File: config.mk
export PLATFORM = sky130hd
export DESIGN_NAME = ds18b20_reader
export DESIGN_NICKNAME = d
export VERILOG_FILES = /design/src/design/onewire_pkg.sv /design/src/design/ds18b20_reader.sv /design/src/design/ds18b20_sequencer.sv /design/src/design/onewire_slot_engine.sv /design/src/design/temp_formatter.sv /design/src/design/us_tick_gen.sv
export SDC_FILE = /design/constraint.sdc
export NUM_CORES = 1
export LEC_CHECK = 0
export ABC_AREA = 1
export BUFFER_PORTS_ARGS = -buffer_cell sky130_fd_sc_hd__buf_4
export CAP_MARGIN = 20
export CORE_AREA = 8 8 129 131
export DETAILED_ROUTE_END_ITERATION = 10
export DIE_AREA = 0 0 137 139
export GPL_TIMING_DRIVEN = 1
export SLEW_MARGIN = 20
export SYNTH_ARGS = -nofsm -noshare
export SYNTH_HDL_FRONTEND = slang
export SYNTH_HIERARCHICAL = 1
export SYNTH_SLANG_ARGS = --single-unit
File: constraint.sdc
create_clock -name clk -period 5.1 [get_ports clk]
set_input_delay 0.765 -clock clk [delete_from_list [all_inputs] [get_ports clk]]
set_output_delay 0.765 -clock clk [all_outputs]
set_load 0.01 [all_outputs]
File: src/design/onewire_pkg.sv
`default_nettype none

package onewire_pkg;

  localparam int RAW_W = 16;  // scratchpad temperature word
  localparam int US_W  = 20;  // microsecond counter width

  // --------------------
  // slot opcodes and sequencer states
  typedef enum logic [1:0] {
    SLOT_RESET,
    SLOT_WRITE0,
    SLOT_WRITE1,
    SLOT_READ
  } slot_op_t;

  typedef enum logic [2:0] {
    SEQ_RESET1,     // reset before convert
    SEQ_CMD1,       // skip rom + convert t
    SEQ_CONV_WAIT,
    SEQ_RESET2,     // reset before read
    SEQ_CMD2,       // skip rom + read scratchpad
    SEQ_READ,
    SEQ_FORMAT
  } seq_state_t;

  // --------------------
  // DS18B20 function commands
  localparam logic [7:0] CMD_SKIP_ROM     = 8'hCC;
  localparam logic [7:0] CMD_CONVERT_T    = 8'h44;
  localparam logic [7:0] CMD_READ_SCRATCH = 8'hBE;

  // --------------------
  // slot timing in microseconds
  localparam logic [US_W-1:0] RESET_LOW_US       = 20'd500;
  localparam logic [US_W-1:0] PRESENCE_SAMPLE_US = 20'd70;   // release to presence sample
  localparam logic [US_W-1:0] RESET_TAIL_US      = 20'd410;
  localparam logic [US_W-1:0] WRITE_SLOT_US      = 20'd80;
  localparam logic [US_W-1:0] READ_LOW_US        = 20'd2;    // also write-1 low time
  localparam logic [US_W-1:0] READ_SAMPLE_US     = 20'd10;
  localparam logic [US_W-1:0] READ_TAIL_US       = 20'd55;
  localparam logic [US_W-1:0] RECOVERY_US        = 20'd2;    // released gap after each slot

endpackage

`default_nettype wire

File: src/design/ds18b20_reader.sv
`timescale 1ns/1ps
`default_nettype none

module ds18b20_reader #(
  parameter int CLK_PER_US   = 20,
  parameter int CONV_WAIT_US = 750000
) (
  input  logic        clk,
  input  logic        rstn,
  input  logic        bus_in,
  output logic        bus_pull_low,  // open-drain enable
  output logic        temp_valid,
  output logic        no_device,
  output logic [15:0] temperature
);

  import onewire_pkg::*;

  logic             us_tick;
  logic             slot_start;
  logic             slot_done;
  logic             rx_bit;
  logic             present;
  logic             raw_valid;
  slot_op_t         slot_op;
  logic [RAW_W-1:0] raw_word;

  // --------------------
  us_tick_gen #(
    .CLK_PER_US (CLK_PER_US)
  ) i_tick_gen (
    .clk     (clk),
    .rstn    (rstn),
    .us_tick (us_tick)
  );

  ds18b20_sequencer #(
    .CONV_WAIT_US (CONV_WAIT_US)
  ) i_sequencer (
    .clk        (clk),
    .rstn       (rstn),
    .us_tick    (us_tick),
    .slot_done  (slot_done),
    .rx_bit     (rx_bit),
    .present    (present),
    .slot_start (slot_start),
    .slot_op    (slot_op),
    .raw_word   (raw_word),
    .raw_valid  (raw_valid),
    .no_device  (no_device)
  );

  onewire_slot_engine i_slot_engine (
    .clk          (clk),
    .rstn         (rstn),
    .us_tick      (us_tick),
    .slot_start   (slot_start),
    .slot_op      (slot_op),
    .bus_in       (bus_in),
    .bus_pull_low (bus_pull_low),
    .slot_done    (slot_done),
    .rx_bit       (rx_bit),
    .present      (present)
  );

  temp_formatter i_formatter (
    .clk         (clk),
    .rstn        (rstn),
    .raw_valid   (raw_valid),
    .raw_word    (raw_word),
    .temperature (temperature),
    .temp_valid  (temp_valid)
  );

endmodule

`default_nettype wire

File: src/design/ds18b20_sequencer.sv
`timescale 1ns/1ps
`default_nettype none

module ds18b20_sequencer #(
  parameter int CONV_WAIT_US = 750000
) (
  input  logic                              clk,
  input  logic                              rstn,
  input  logic                              us_tick,
  input  logic                              slot_done,
  input  logic                              rx_bit,
  input  logic                              present,
  output logic                              slot_start,
  output onewire_pkg::slot_op_t             slot_op,
  output logic [onewire_pkg::RAW_W-1:0]     raw_word,
  output logic                              raw_valid,
  output logic                              no_device
);

  import onewire_pkg::*;

  localparam logic [US_W-1:0] CONV_LAST = US_W'(CONV_WAIT_US - 1);
  localparam logic [3:0]      BIT_LAST  = 4'(RAW_W - 1);

  seq_state_t      state;
  logic            waiting;   // a slot is outstanding
  logic            byte_idx;  // 0 = skip rom, 1 = function command
  logic [3:0]      bit_idx;
  logic [US_W-1:0] conv_cnt;
  logic [7:0]      tx_byte;
  logic            needs_slot;
  logic            slot_ack;
  slot_op_t        next_op;

  // --------------------
  // next slot request
  always_comb
  begin
    tx_byte = CMD_SKIP_ROM;
    if (byte_idx)
      tx_byte = (state == SEQ_CMD1) ? CMD_CONVERT_T : CMD_READ_SCRATCH;

    needs_slot = 1'b1;
    next_op    = SLOT_RESET;
    case (state)
      SEQ_CMD1, SEQ_CMD2:
        next_op = tx_byte[bit_idx[2:0]] ? SLOT_WRITE1 : SLOT_WRITE0;  // lsb first
      SEQ_READ:
        next_op = SLOT_READ;
      SEQ_CONV_WAIT, SEQ_FORMAT:
        needs_slot = 1'b0;
      default:
        next_op = SLOT_RESET;
    endcase
  end

  assign slot_ack = waiting & slot_done;

  // --------------------
  // command cycle
  always_ff @(posedge clk or negedge rstn)
  begin
    if (!rstn)
    begin
      state      <= SEQ_RESET1;
      waiting    <= 1'b0;
      byte_idx   <= 1'b0;
      bit_idx    <= '0;
      conv_cnt   <= '0;
      slot_start <= 1'b0;
      slot_op    <= SLOT_RESET;
      raw_valid  <= 1'b0;
      no_device  <= 1'b0;
    end
    else
    begin
      slot_start <= 1'b0;
      raw_valid  <= 1'b0;
      no_device  <= 1'b0;

      if (needs_slot && !waiting)
      begin
        slot_start <= 1'b1;
        slot_op    <= next_op;
        waiting    <= 1'b1;
      end
      if (slot_ack)
        waiting <= 1'b0;

      case (state)
        SEQ_RESET1, SEQ_RESET2:
          if (slot_ack)
          begin
            byte_idx <= 1'b0;
            bit_idx  <= '0;
            if (present)
              state <= (state == SEQ_RESET1) ? SEQ_CMD1 : SEQ_CMD2;
            else
            begin
              no_device <= 1'b1;  // no answer, start over
              state     <= SEQ_RESET1;
            end
          end
        SEQ_CMD1, SEQ_CMD2:
          if (slot_ack)
          begin
            bit_idx <= bit_idx + 1'b1;
            if (bit_idx == 4'd7)
            begin
              bit_idx  <= '0;
              byte_idx <= ~byte_idx;
              if (byte_idx)
              begin
                conv_cnt <= '0;
                state    <= (state == SEQ_CMD1) ? SEQ_CONV_WAIT : SEQ_READ;
              end
            end
          end
        SEQ_CONV_WAIT:
          if (us_tick)
          begin
            if (conv_cnt == CONV_LAST)
            begin
              conv_cnt <= '0;
              state    <= SEQ_RESET2;
            end
            else
              conv_cnt <= conv_cnt + 1'b1;
          end
        SEQ_READ:
          if (slot_ack)
          begin
            bit_idx <= bit_idx + 1'b1;
            if (bit_idx == BIT_LAST)
            begin
              bit_idx <= '0;
              state   <= SEQ_FORMAT;
            end
          end
        default:
        begin
          raw_valid <= 1'b1;  // word complete
          state     <= SEQ_RESET1;
        end
      endcase
    end
  end

  // read bits arrive lsb first
  always_ff @(posedge clk)
  begin
    if ((state == SEQ_READ) && slot_ack)
      raw_word <= {rx_bit, raw_word[RAW_W-1:1]};
  end

endmodule

`default_nettype wire

File: src/design/onewire_slot_engine.sv
`timescale 1ns/1ps
`default_nettype none

module onewire_slot_engine (
  input  logic                 clk,
  input  logic                 rstn,
  input  logic                 us_tick,
  input  logic                 slot_start,
  input  onewire_pkg::slot_op_t slot_op,
  input  logic                 bus_in,
  output logic                 bus_pull_low,
  output logic                 slot_done,
  output logic                 rx_bit,
  output logic                 present
);

  import onewire_pkg::*;

  typedef enum logic [2:0] {
    PH_IDLE,
    PH_ARM,     // waiting for the next tick to open the slot
    PH_LOW,
    PH_SAMPLE,  // released, counting to the sample point
    PH_TAIL
  } phase_t;

  phase_t          phase;
  slot_op_t        op_q;
  logic [US_W-1:0] us_cnt;
  logic [US_W-1:0] low_last;
  logic [US_W-1:0] samp_last;
  logic [US_W-1:0] tail_last;
  logic            has_sample;
  logic            samp_hit;

  // --------------------
  // slot shape per opcode, as last tick index of each phase
  always_comb
  begin
    low_last   = READ_LOW_US - 1'b1;
    samp_last  = READ_SAMPLE_US - 1'b1;
    tail_last  = READ_TAIL_US + RECOVERY_US - 1'b1;
    has_sample = 1'b1;
    case (op_q)
      SLOT_RESET:
      begin
        low_last  = RESET_LOW_US - 1'b1;
        samp_last = PRESENCE_SAMPLE_US - 1'b1;
        tail_last = RESET_TAIL_US - 1'b1;
      end
      SLOT_WRITE0:
      begin
        low_last   = WRITE_SLOT_US - 1'b1;
        tail_last  = RECOVERY_US - 1'b1;
        has_sample = 1'b0;
      end
      SLOT_WRITE1:
      begin
        tail_last  = WRITE_SLOT_US - READ_LOW_US + RECOVERY_US - 1'b1;
        has_sample = 1'b0;
      end
      default:
      begin
        has_sample = 1'b1;  // read slot keeps the defaults
      end
    endcase
  end

  assign samp_hit = (phase == PH_SAMPLE) && us_tick && (us_cnt == samp_last);

  // --------------------
  // phase sequencing
  always_ff @(posedge clk or negedge rstn)
  begin
    if (!rstn)
    begin
      phase        <= PH_IDLE;
      op_q         <= SLOT_RESET;
      us_cnt       <= '0;
      bus_pull_low <= 1'b0;
      slot_done    <= 1'b0;
    end
    else
    begin
      slot_done <= 1'b0;
      case (phase)
        PH_IDLE:
          if (slot_start)
          begin
            op_q  <= slot_op;
            phase <= PH_ARM;
          end
        PH_ARM:
          if (us_tick)
          begin
            bus_pull_low <= 1'b1;  // slot opens on the tick
            us_cnt       <= '0;
            phase        <= PH_LOW;
          end
        PH_LOW:
          if (us_tick)
          begin
            if (us_cnt == low_last)
            begin
              bus_pull_low <= 1'b0;
              us_cnt       <= '0;
              phase        <= has_sample ? PH_SAMPLE : PH_TAIL;
            end
            else
              us_cnt <= us_cnt + 1'b1;
          end
        PH_SAMPLE:
          if (us_tick)
          begin
            if (samp_hit)
            begin
              us_cnt <= '0;
              phase  <= PH_TAIL;
            end
            else
              us_cnt <= us_cnt + 1'b1;
          end
        PH_TAIL:
          if (us_tick)
          begin
            if (us_cnt == tail_last)
            begin
              slot_done <= 1'b1;  // one clk after the last tick
              phase     <= PH_IDLE;
            end
            else
              us_cnt <= us_cnt + 1'b1;
          end
        default:
          phase <= PH_IDLE;
      endcase
    end
  end

  // bus sample, held until the next sample point
  always_ff @(posedge clk)
  begin
    if (samp_hit)
    begin
      rx_bit  <= bus_in;
      present <= ~bus_in;  // device pulls low to answer
    end
  end

endmodule

`default_nettype wire

File: src/design/temp_formatter.sv
`timescale 1ns/1ps
`default_nettype none

module temp_formatter (
  input  logic                          clk,
  input  logic                          rstn,
  input  logic                          raw_valid,
  input  logic [onewire_pkg::RAW_W-1:0] raw_word,
  output logic [15:0]                   temperature,
  output logic                          temp_valid
);

  import onewire_pkg::*;

  logic             sign;
  logic [RAW_W-1:0] mag;
  logic [6:0]       int_part;   // whole degrees
  logic [6:0]       tens;
  logic [6:0]       units;
  logic [7:0]       frac_x10;   // upper nibble is the tenths digit

  assign sign     = raw_word[RAW_W-1];
  assign mag      = sign ? (~raw_word + 1'b1) : raw_word;
  assign int_part = mag[10:4];
  assign tens     = int_part / 7'd10;
  assign units    = int_part % 7'd10;
  assign frac_x10 = {4'b0000, mag[3:0]} * 8'd10;

  always_ff @(posedge clk or negedge rstn)
  begin
    if (!rstn)
    begin
      temperature <= '0;
      temp_valid  <= 1'b0;
    end
    else
    begin
      temp_valid <= raw_valid;
      if (raw_valid)
        temperature <= {sign, 3'b000, tens[3:0], units[3:0], frac_x10[7:4]};
    end
  end

endmodule

`default_nettype wire

File: src/design/us_tick_gen.sv
`timescale 1ns/1ps
`default_nettype none

module us_tick_gen #(
  parameter int CLK_PER_US = 20
) (
  input  logic clk,
  input  logic rstn,
  output logic us_tick
);

  localparam int CNT_W = (CLK_PER_US > 1) ? $clog2(CLK_PER_US) : 1;
  localparam logic [CNT_W-1:0] CNT_LAST = CNT_W'(CLK_PER_US - 1);

  logic [CNT_W-1:0] cnt;

  always_ff @(posedge clk or negedge rstn)
  begin
    if (!rstn)
    begin
      cnt     <= '0;
      us_tick <= 1'b0;
    end
    else
    begin
      us_tick <= (cnt == CNT_LAST);  // one cycle per wrap
      if (cnt == CNT_LAST)
        cnt <= '0;
      else
        cnt <= cnt + 1'b1;
    end
  end

endmodule

`default_nettype wire

# [Word-level counts from Yosys, hierarchy flattened]
# Index checks and enable logic that the tools add are counted.
[word_totals] ff_bits=99 input_bits=3 word_cells=169
[classes] n_addsub=5 eq_ne=36 muxes=72 reduce_logical=27 div_mod_pow=2 mul=1 n_lt_le_gt_ge=1 bitwise=4
[ops] op="$mux 20" count=12
[ops] op="$pmux 20 s4" count=1
[ops] op="$mux 3" count=20
[ops] op="$add 20x1->20 const B" count=2
[ops] op="$eq 20x9->1" count=2
[ops] op="$pmux 20 s2" count=1
[ops] op="$pmux 9 s3" count=1
[ops] op="$eq 20x20->1 const B" count=1
[ops] op="$eq 20x7->1" count=1
[ops] op="$mux 4" count=5
[ops] op="$ne 2x1->1 const B" count=10
[ops] op="$mux 1" count=18
[ops] op="$pmux 9 s2" count=1
[ops] op="$mux 8" count=2
[ops] op="$reduce_and 8->1" count=2
[ops] op="$pmux 3 s5" count=1
[ops] op="$ne 2x2->1 const B" count=7
[ops] op="$eq 3x2->1 const B" count=4
[ops] op="$eq 3x3->1 const B" count=4
[ops] op="$pmux 3 s4" count=1
[ops] op="$pmux 4 s3" count=1
[ops] op="$reduce_and 4->1" count=3
[ops] op="$add 11x1->11 const B" count=1
[ops] op="$mux 11" count=1
[ops] op="other kinds (33)" count=46

# [Logic depth before layout (Yosys ltp)]
[logic_depth] word_depth=7 ltp_mapped=36

# [Hierarchy]
# The synthesis kept the hierarchy.
[modules_own_cells] mod="ds18b20_sequencer" area_per_inst_um2=2646.3 cells_each=338 instances=1
[modules_own_cells] mod="onewire_slot_engine" area_per_inst_um2=2347.3 cells_each=378 instances=1
[modules_own_cells] mod="temp_formatter" area_per_inst_um2=1438.9 cells_each=207 instances=1
[modules_own_cells] mod="us_tick_gen" area_per_inst_um2=235.2 cells_each=24 instances=1

# [Worst setup path before layout]
# No wires, ideal clock.
[synth_path] kind="reg-to-reg" from="reg i_sequencer/raw_word[0] in the netlist's numbering" to="reg i_formatter.temperature[5]" path_buffers=0 path_stages_with_launch=37 path_slack_ps=1509 synth_period_minus_slack_ps=3591 arrival_ps=3472 required_time_ps=4981 cell_sequence="edfxtp_1 > inv_1 > ha_1 > nand2_2 > nor2_4 > nand2_2 > nand2_2 > nand2_2 > nand2_4 > nand3_2 > nand2_4 > nand2_2 > nand2_1 > inv_1 > ha_1 > inv_1 > nand4_2 > nand2_4 > nand2_4 > nand2_1 > nand2_1 > ha_1 > nand2_1 > nand2_1 > nand3_4 > nand2_4 > nand2_1 > nand2_2 > ha_1 > inv_1 > nand3_2 > nand2_1 > inv_2 > nand3_2 > nand2_2 > nand2_1 > o21ai_2"
[synth_via] elab_chain_len=4
[synth_rtl] element="start, declared" line_no="ds18b20_sequencer.sv:15" text="output logic [onewire_pkg::RAW_W-1:0] raw_word,"
[synth_rtl] element="start signal, assigned" line_no="ds18b20_sequencer.sv:153" text="raw_word <= {rx_bit, raw_word[RAW_W-1:1]};"
[synth_rtl] element="$not 11->11" line_no="temp_formatter.sv:23" text="assign mag = sign ? (~raw_word + 1'b1) : raw_word;"
[synth_rtl] element="$add 11x1->11" line_no="temp_formatter.sv:23"
[synth_rtl] element="$mux 11" line_no="temp_formatter.sv:23"
[synth_rtl] element="$mod 7x4->7" line_no="temp_formatter.sv:26" text="assign units = int_part % 7'd10;"
[synth_rtl] element="end signal, assigned" line_no="temp_formatter.sv:40" text="temperature <= {sign, 3'b000, tens[3:0], units[3:0], frac_x10[7:4]};"
[synth_rtl] element="end, declared" line_no="temp_formatter.sv:9" text="output logic [15:0] temperature,"
# Every way passes these cells.
# A chain may end at the register's enable or synchronous reset.

# [Worst setup path in the final report]
# Same ends and word-level chain as after synthesis.

==> impl_metrics.csv <==
group,metric,value,unit
run_status,outcome,"finished clean",
logic_synthesis,muxShareOfSynthArea,0.3190,%
logic_synthesis,syn-cell-area,6668,um^2
drt,wl,14480,um
drt,drt-pass1-iter-count,5,
worst_setup_path,worst_path_max_delay_cell,"edfxtp_1",
clock_network,cts_max_path_buffers,2,
cells_and_area,seq_area,2567,um^2
worst_setup_path,cp_max_fo,6,
floorplan,core,14750,um^2
drt,routed-via-count,5787,
drt,drt_iter0_markers,352,
floorplan,num_rows,45,
clock_network,cts-root-buf,"clkbuf_16",
worst_setup_path,cpLargestDelayFamily,"simple AND/OR/NAND/NOR gates",
clock_network,cts_tree,"done",
grt,grt_pass1_wl,24410,um
cells_and_area,fin_util,48.99,%
placement,postPlaceCellArea,6909,um^2
clock_network,cts_max_level,3,
timing,hold_violations,0,
timing,worst_pin_slew,0.9407,ns
floorplan,initial_utilization,45.20,%
logic_synthesis,yosys_warnings,6,
worst_setup_path,startpoint_type,"flip-flop",
clock_network,cts_buffers,9,
timing,setup_tns,0,ns
grt,grt_usage,15.61,%
worst_setup_path,critPathMaxStageDelay,0.36,ns
power,ir_drop,0.1632,mV
logic_synthesis,synth-simple-area-share,38.75,%
timing,slew_violations,0,
cells_and_area,fin_nets,978,
floorplan,die_w,137,um
floorplan,io-pin-count,22,
clock_network,post_cts_resized,0,
grt,grt_max_degree,50,
drt,vias_per_cell,5.032,
cells_and_area,drive_gt1_share,10.40,%
logic_synthesis,seq_area_frac_synth,38.51,%
worst_setup_path,cpMostUsedCell,"nand2_1",
timing,fin_skew,0.005767,ns
worst_setup_path,endpoint_kind,"flip-flop",
clock_network,cts_hold_repair.buffers,0,
worst_setup_path,required,5.34,ns
clock_network,cts_num_sinks,99,
power,power_density,216.4,nW/um^2
min_path,holdCritPathClass,"in -> async",
drt,drc,0,
logic_synthesis,synthCells,947,
cells_and_area,fin_cells,1150,
placement,dp_cells,1134,
cells_and_area,multi_input_area,3495,um^2
cells_and_area,n_antenna_cell,0,
timing,rsz0062_at_grt,"no",
timing,fin_crit,3.995,ns
timing,max_freq,250.3,MHz
logic_synthesis,synth_area_per_cell,7.041,um^2
cells_and_area,finalInstanceArea,7227,um^2
clock_network,path_clk_slew,0.07,ns
worst_setup_path,worstSetupPathType,"reg -> reg",
flow_run,drv_cap,0,
floorplan,die-area,19040,um^2
cells_and_area,fillers,1472,
floorplan,die_y,139,um
worst_setup_path,arrival,4.24,ns
drt,detail-route-antenna-nets,0,
logic_synthesis,synth_top_family_by_area,"simple AND/OR/NAND/NOR gates",
drt,wl_per_cell,12.59,um
clock_network,clkLatencyLatePin,0.35,ns
placement,portBuffers,18,
grt,antenna_found_initial,0,
logic_synthesis,synth_compound_area_share,7.074,%
power,leakage,0.003502,uW
logic_synthesis,synth.distinct_cells,46,
grt,overflow,0,
cells_and_area,syn2layout_area_growth,8.388,%
logic_synthesis,synth_xor_xnor_area_share,2.608,%
placement,gp_congestion,0.8556,
timing,setup-violations-final,0,
clock_network,post_cts_buffers,0,
placement,dpl.hpwl,10670,um
grt,grt_pass1_vias,5104,
worst_setup_path,worst-path-buf-inv,5,
timing,slew-limit-headroom,37.05,%
timing,finalCritPeriodShare,78.34,%
logic_synthesis,synth_seq_cells,99,
logic_synthesis,synthAdderAreaFrac,3.490,%
-- routing by layer --
metal | vias to the layer above | part of all wire [%] | global-route usage [%]
met2 | 101 | 44 | 23.25
met4 | 0 | 1.0 | 4.291
met3 | 11 | 4.4 | 3.152
li1 | 3041 | - | -
met5 | - | 0 | 0
met1 | 2634 | 51 | 22.30
-- stage by stage --
stage / setup slack (ns) / hold WS, ns / power [uW]
after floorplan: 1.509 / 0.4003 / 821.0
after global placement: 1.222 / 0.4091 / 834.8
after detailed placement: 1.101 / 0.4064 / 834.9
after CTS: 1.080 / 0.3566 / 1588
after global routing: 0.7445 / 0.3815 / 1619
final: 1.105 / 0.3503 / 1564
-- synth_stat cells (all sizes together) --
| cell type | n | area, um^2 |
|---|---|---|
| ha | 17 | 212.7 |
| o21bai | 2 | 15.01 |
| clkbuf | 3 | 11.26 |
| nand3b | 1 | 7.510 |
| o31ai | 1 | 7.510 |
| nand4 | 21 | 137.6 |
| a31oi | 4 | 25.02 |
| nor3b | 1 | 7.510 |
| mux2i | 1 | 10.01 |
| nand2 | 328 | 1346 |
| o311ai | 4 | 35.03 |
| o21ai | 60 | 307.8 |
| o211ai | 2 | 15.01 |
| a21oi | 11 | 58.81 |
| mux2 | 1 | 11.26 |
| xor2 | 13 | 121.4 |
| nor2 | 113 | 457.9 |
| xnor2 | 6 | 52.55 |
| a211oi | 1 | 7.510 |
| inv | 122 | 457.9 |
| buf | 20 | 140.1 |
| nand3 | 102 | 563.1 |
| fa | 1 | 20.02 |
| clkinv | 1 | 3.750 |
| edfxtp | 18 | 540.5 |
| conb | 1 | 3.750 |
| or2 | 3 | 18.77 |
| nor3 | 8 | 45.04 |
| dfrtp | 81 | 2027 |
-- flip-flops by register name, indices dropped and copies added, names as in the netlist, 2 cells and up --
signal / flops
i_formatter/temperature: 13
i_sequencer/bit_idx: 4
i_sequencer/conv_cnt: 20
i_sequencer/raw_word: 16
i_sequencer/slot_op: 2
i_sequencer/state: 3
i_slot_engine/op_q: 2
i_slot_engine/phase: 3
i_slot_engine/us_cnt: 20
i_tick_gen/cnt: 5
-- placed cells by master, fill, tap and decap left out, types with 3 or more instances in the layout --
cell type,netlist,routed
xnor2_1,6,6
nand3_1,93,93
buf_4,9,20
dfrtp_1,81,81
a31oi_1,4,4
o311ai_0,4,4
edfxtp_1,18,18
nand2_4,10,10
inv_2,15,15
nor2_1,107,107
nand4_1,20,20
nand2_1,302,302
xor2_1,12,12
o21ai_0,36,36
clkbuf_16,0,9
ha_1,17,17
o21ai_1,22,22
nand3_2,8,8
or2_2,3,3
a21oi_1,10,10
conb_1,1,3
nor2_2,4,4
nor3_1,7,7
nand2_2,16,16
inv_1,107,107
-- worst register-to-register path: cells and delay by family (launching register included) --
family                     cells  cell delay [ns]
adders and majority gates      4             0.84
DFF                            1             0.36
and+or+nand+nor               26             2.23
buffers and inverters          5             0.43
AOI/OAI and AO/OA              1             0.05
-- path summary, 6_finish.rpt --
kind / cells after the start / from / end / slack (ns)
worst max-delay path: 36 / i_sequencer/raw_word[0]$_DFFE_PP_ / i_formatter/temperature[5]$_DFFE_PN0P_ / 1.10
max in group asynchronous: 2 / rstn / i_sequencer/conv_cnt[14]$_DFFE_PN0P_ / 3.75
worst max register to register: 36 / i_sequencer/raw_word[0]$_DFFE_PP_ / i_formatter/temperature[5]$_DFFE_PN0P_ / 1.10
worst min register to register: 0 / i_sequencer/raw_word[11]$_DFFE_PP_ / i_sequencer/raw_word[10]$_DFFE_PP_ / 0.42
worst min-delay path: 1 / rstn / i_slot_engine/us_cnt[10]$_DFFE_PN0P_ / 0.35
min in group clk: 0 / i_sequencer/raw_word[11]$_DFFE_PP_ / i_sequencer/raw_word[10]$_DFFE_PP_ / 0.42
-- kinds of logic (layout without fill, tap and decap cells) --
group	after synthesis	in the layout
AND/OR/NAND/NOR	577	577
buffers and inverters	146	159
flip-flops	99	99
AO/OA/AOI/OAI	85	85
XOR/XNOR	19	19
adder cells (fa/ha/maj)	18	18
multiplexers	2	2
other	1	3
-- final cells by class --
class	count	share of cell area [%]
clock buffer	10	3.168
sequential	99	35.53
inverter	123	6.389
timing repair buffer	20	2.078
tap	188	3.255
multi-input combinational	704	48.36
clock inverter	6	1.229
-- report_power, final --
group	total, uW	internal (uW)	leakage [uW]	switching (uW)
clock	746	432	0.000151	313
sequential	802	802	0.00126	0
combinational	15.6	1.54	0.00209	14.0
total	1560	1240	0.00350	328
Power figures use the tool's default switching activity.
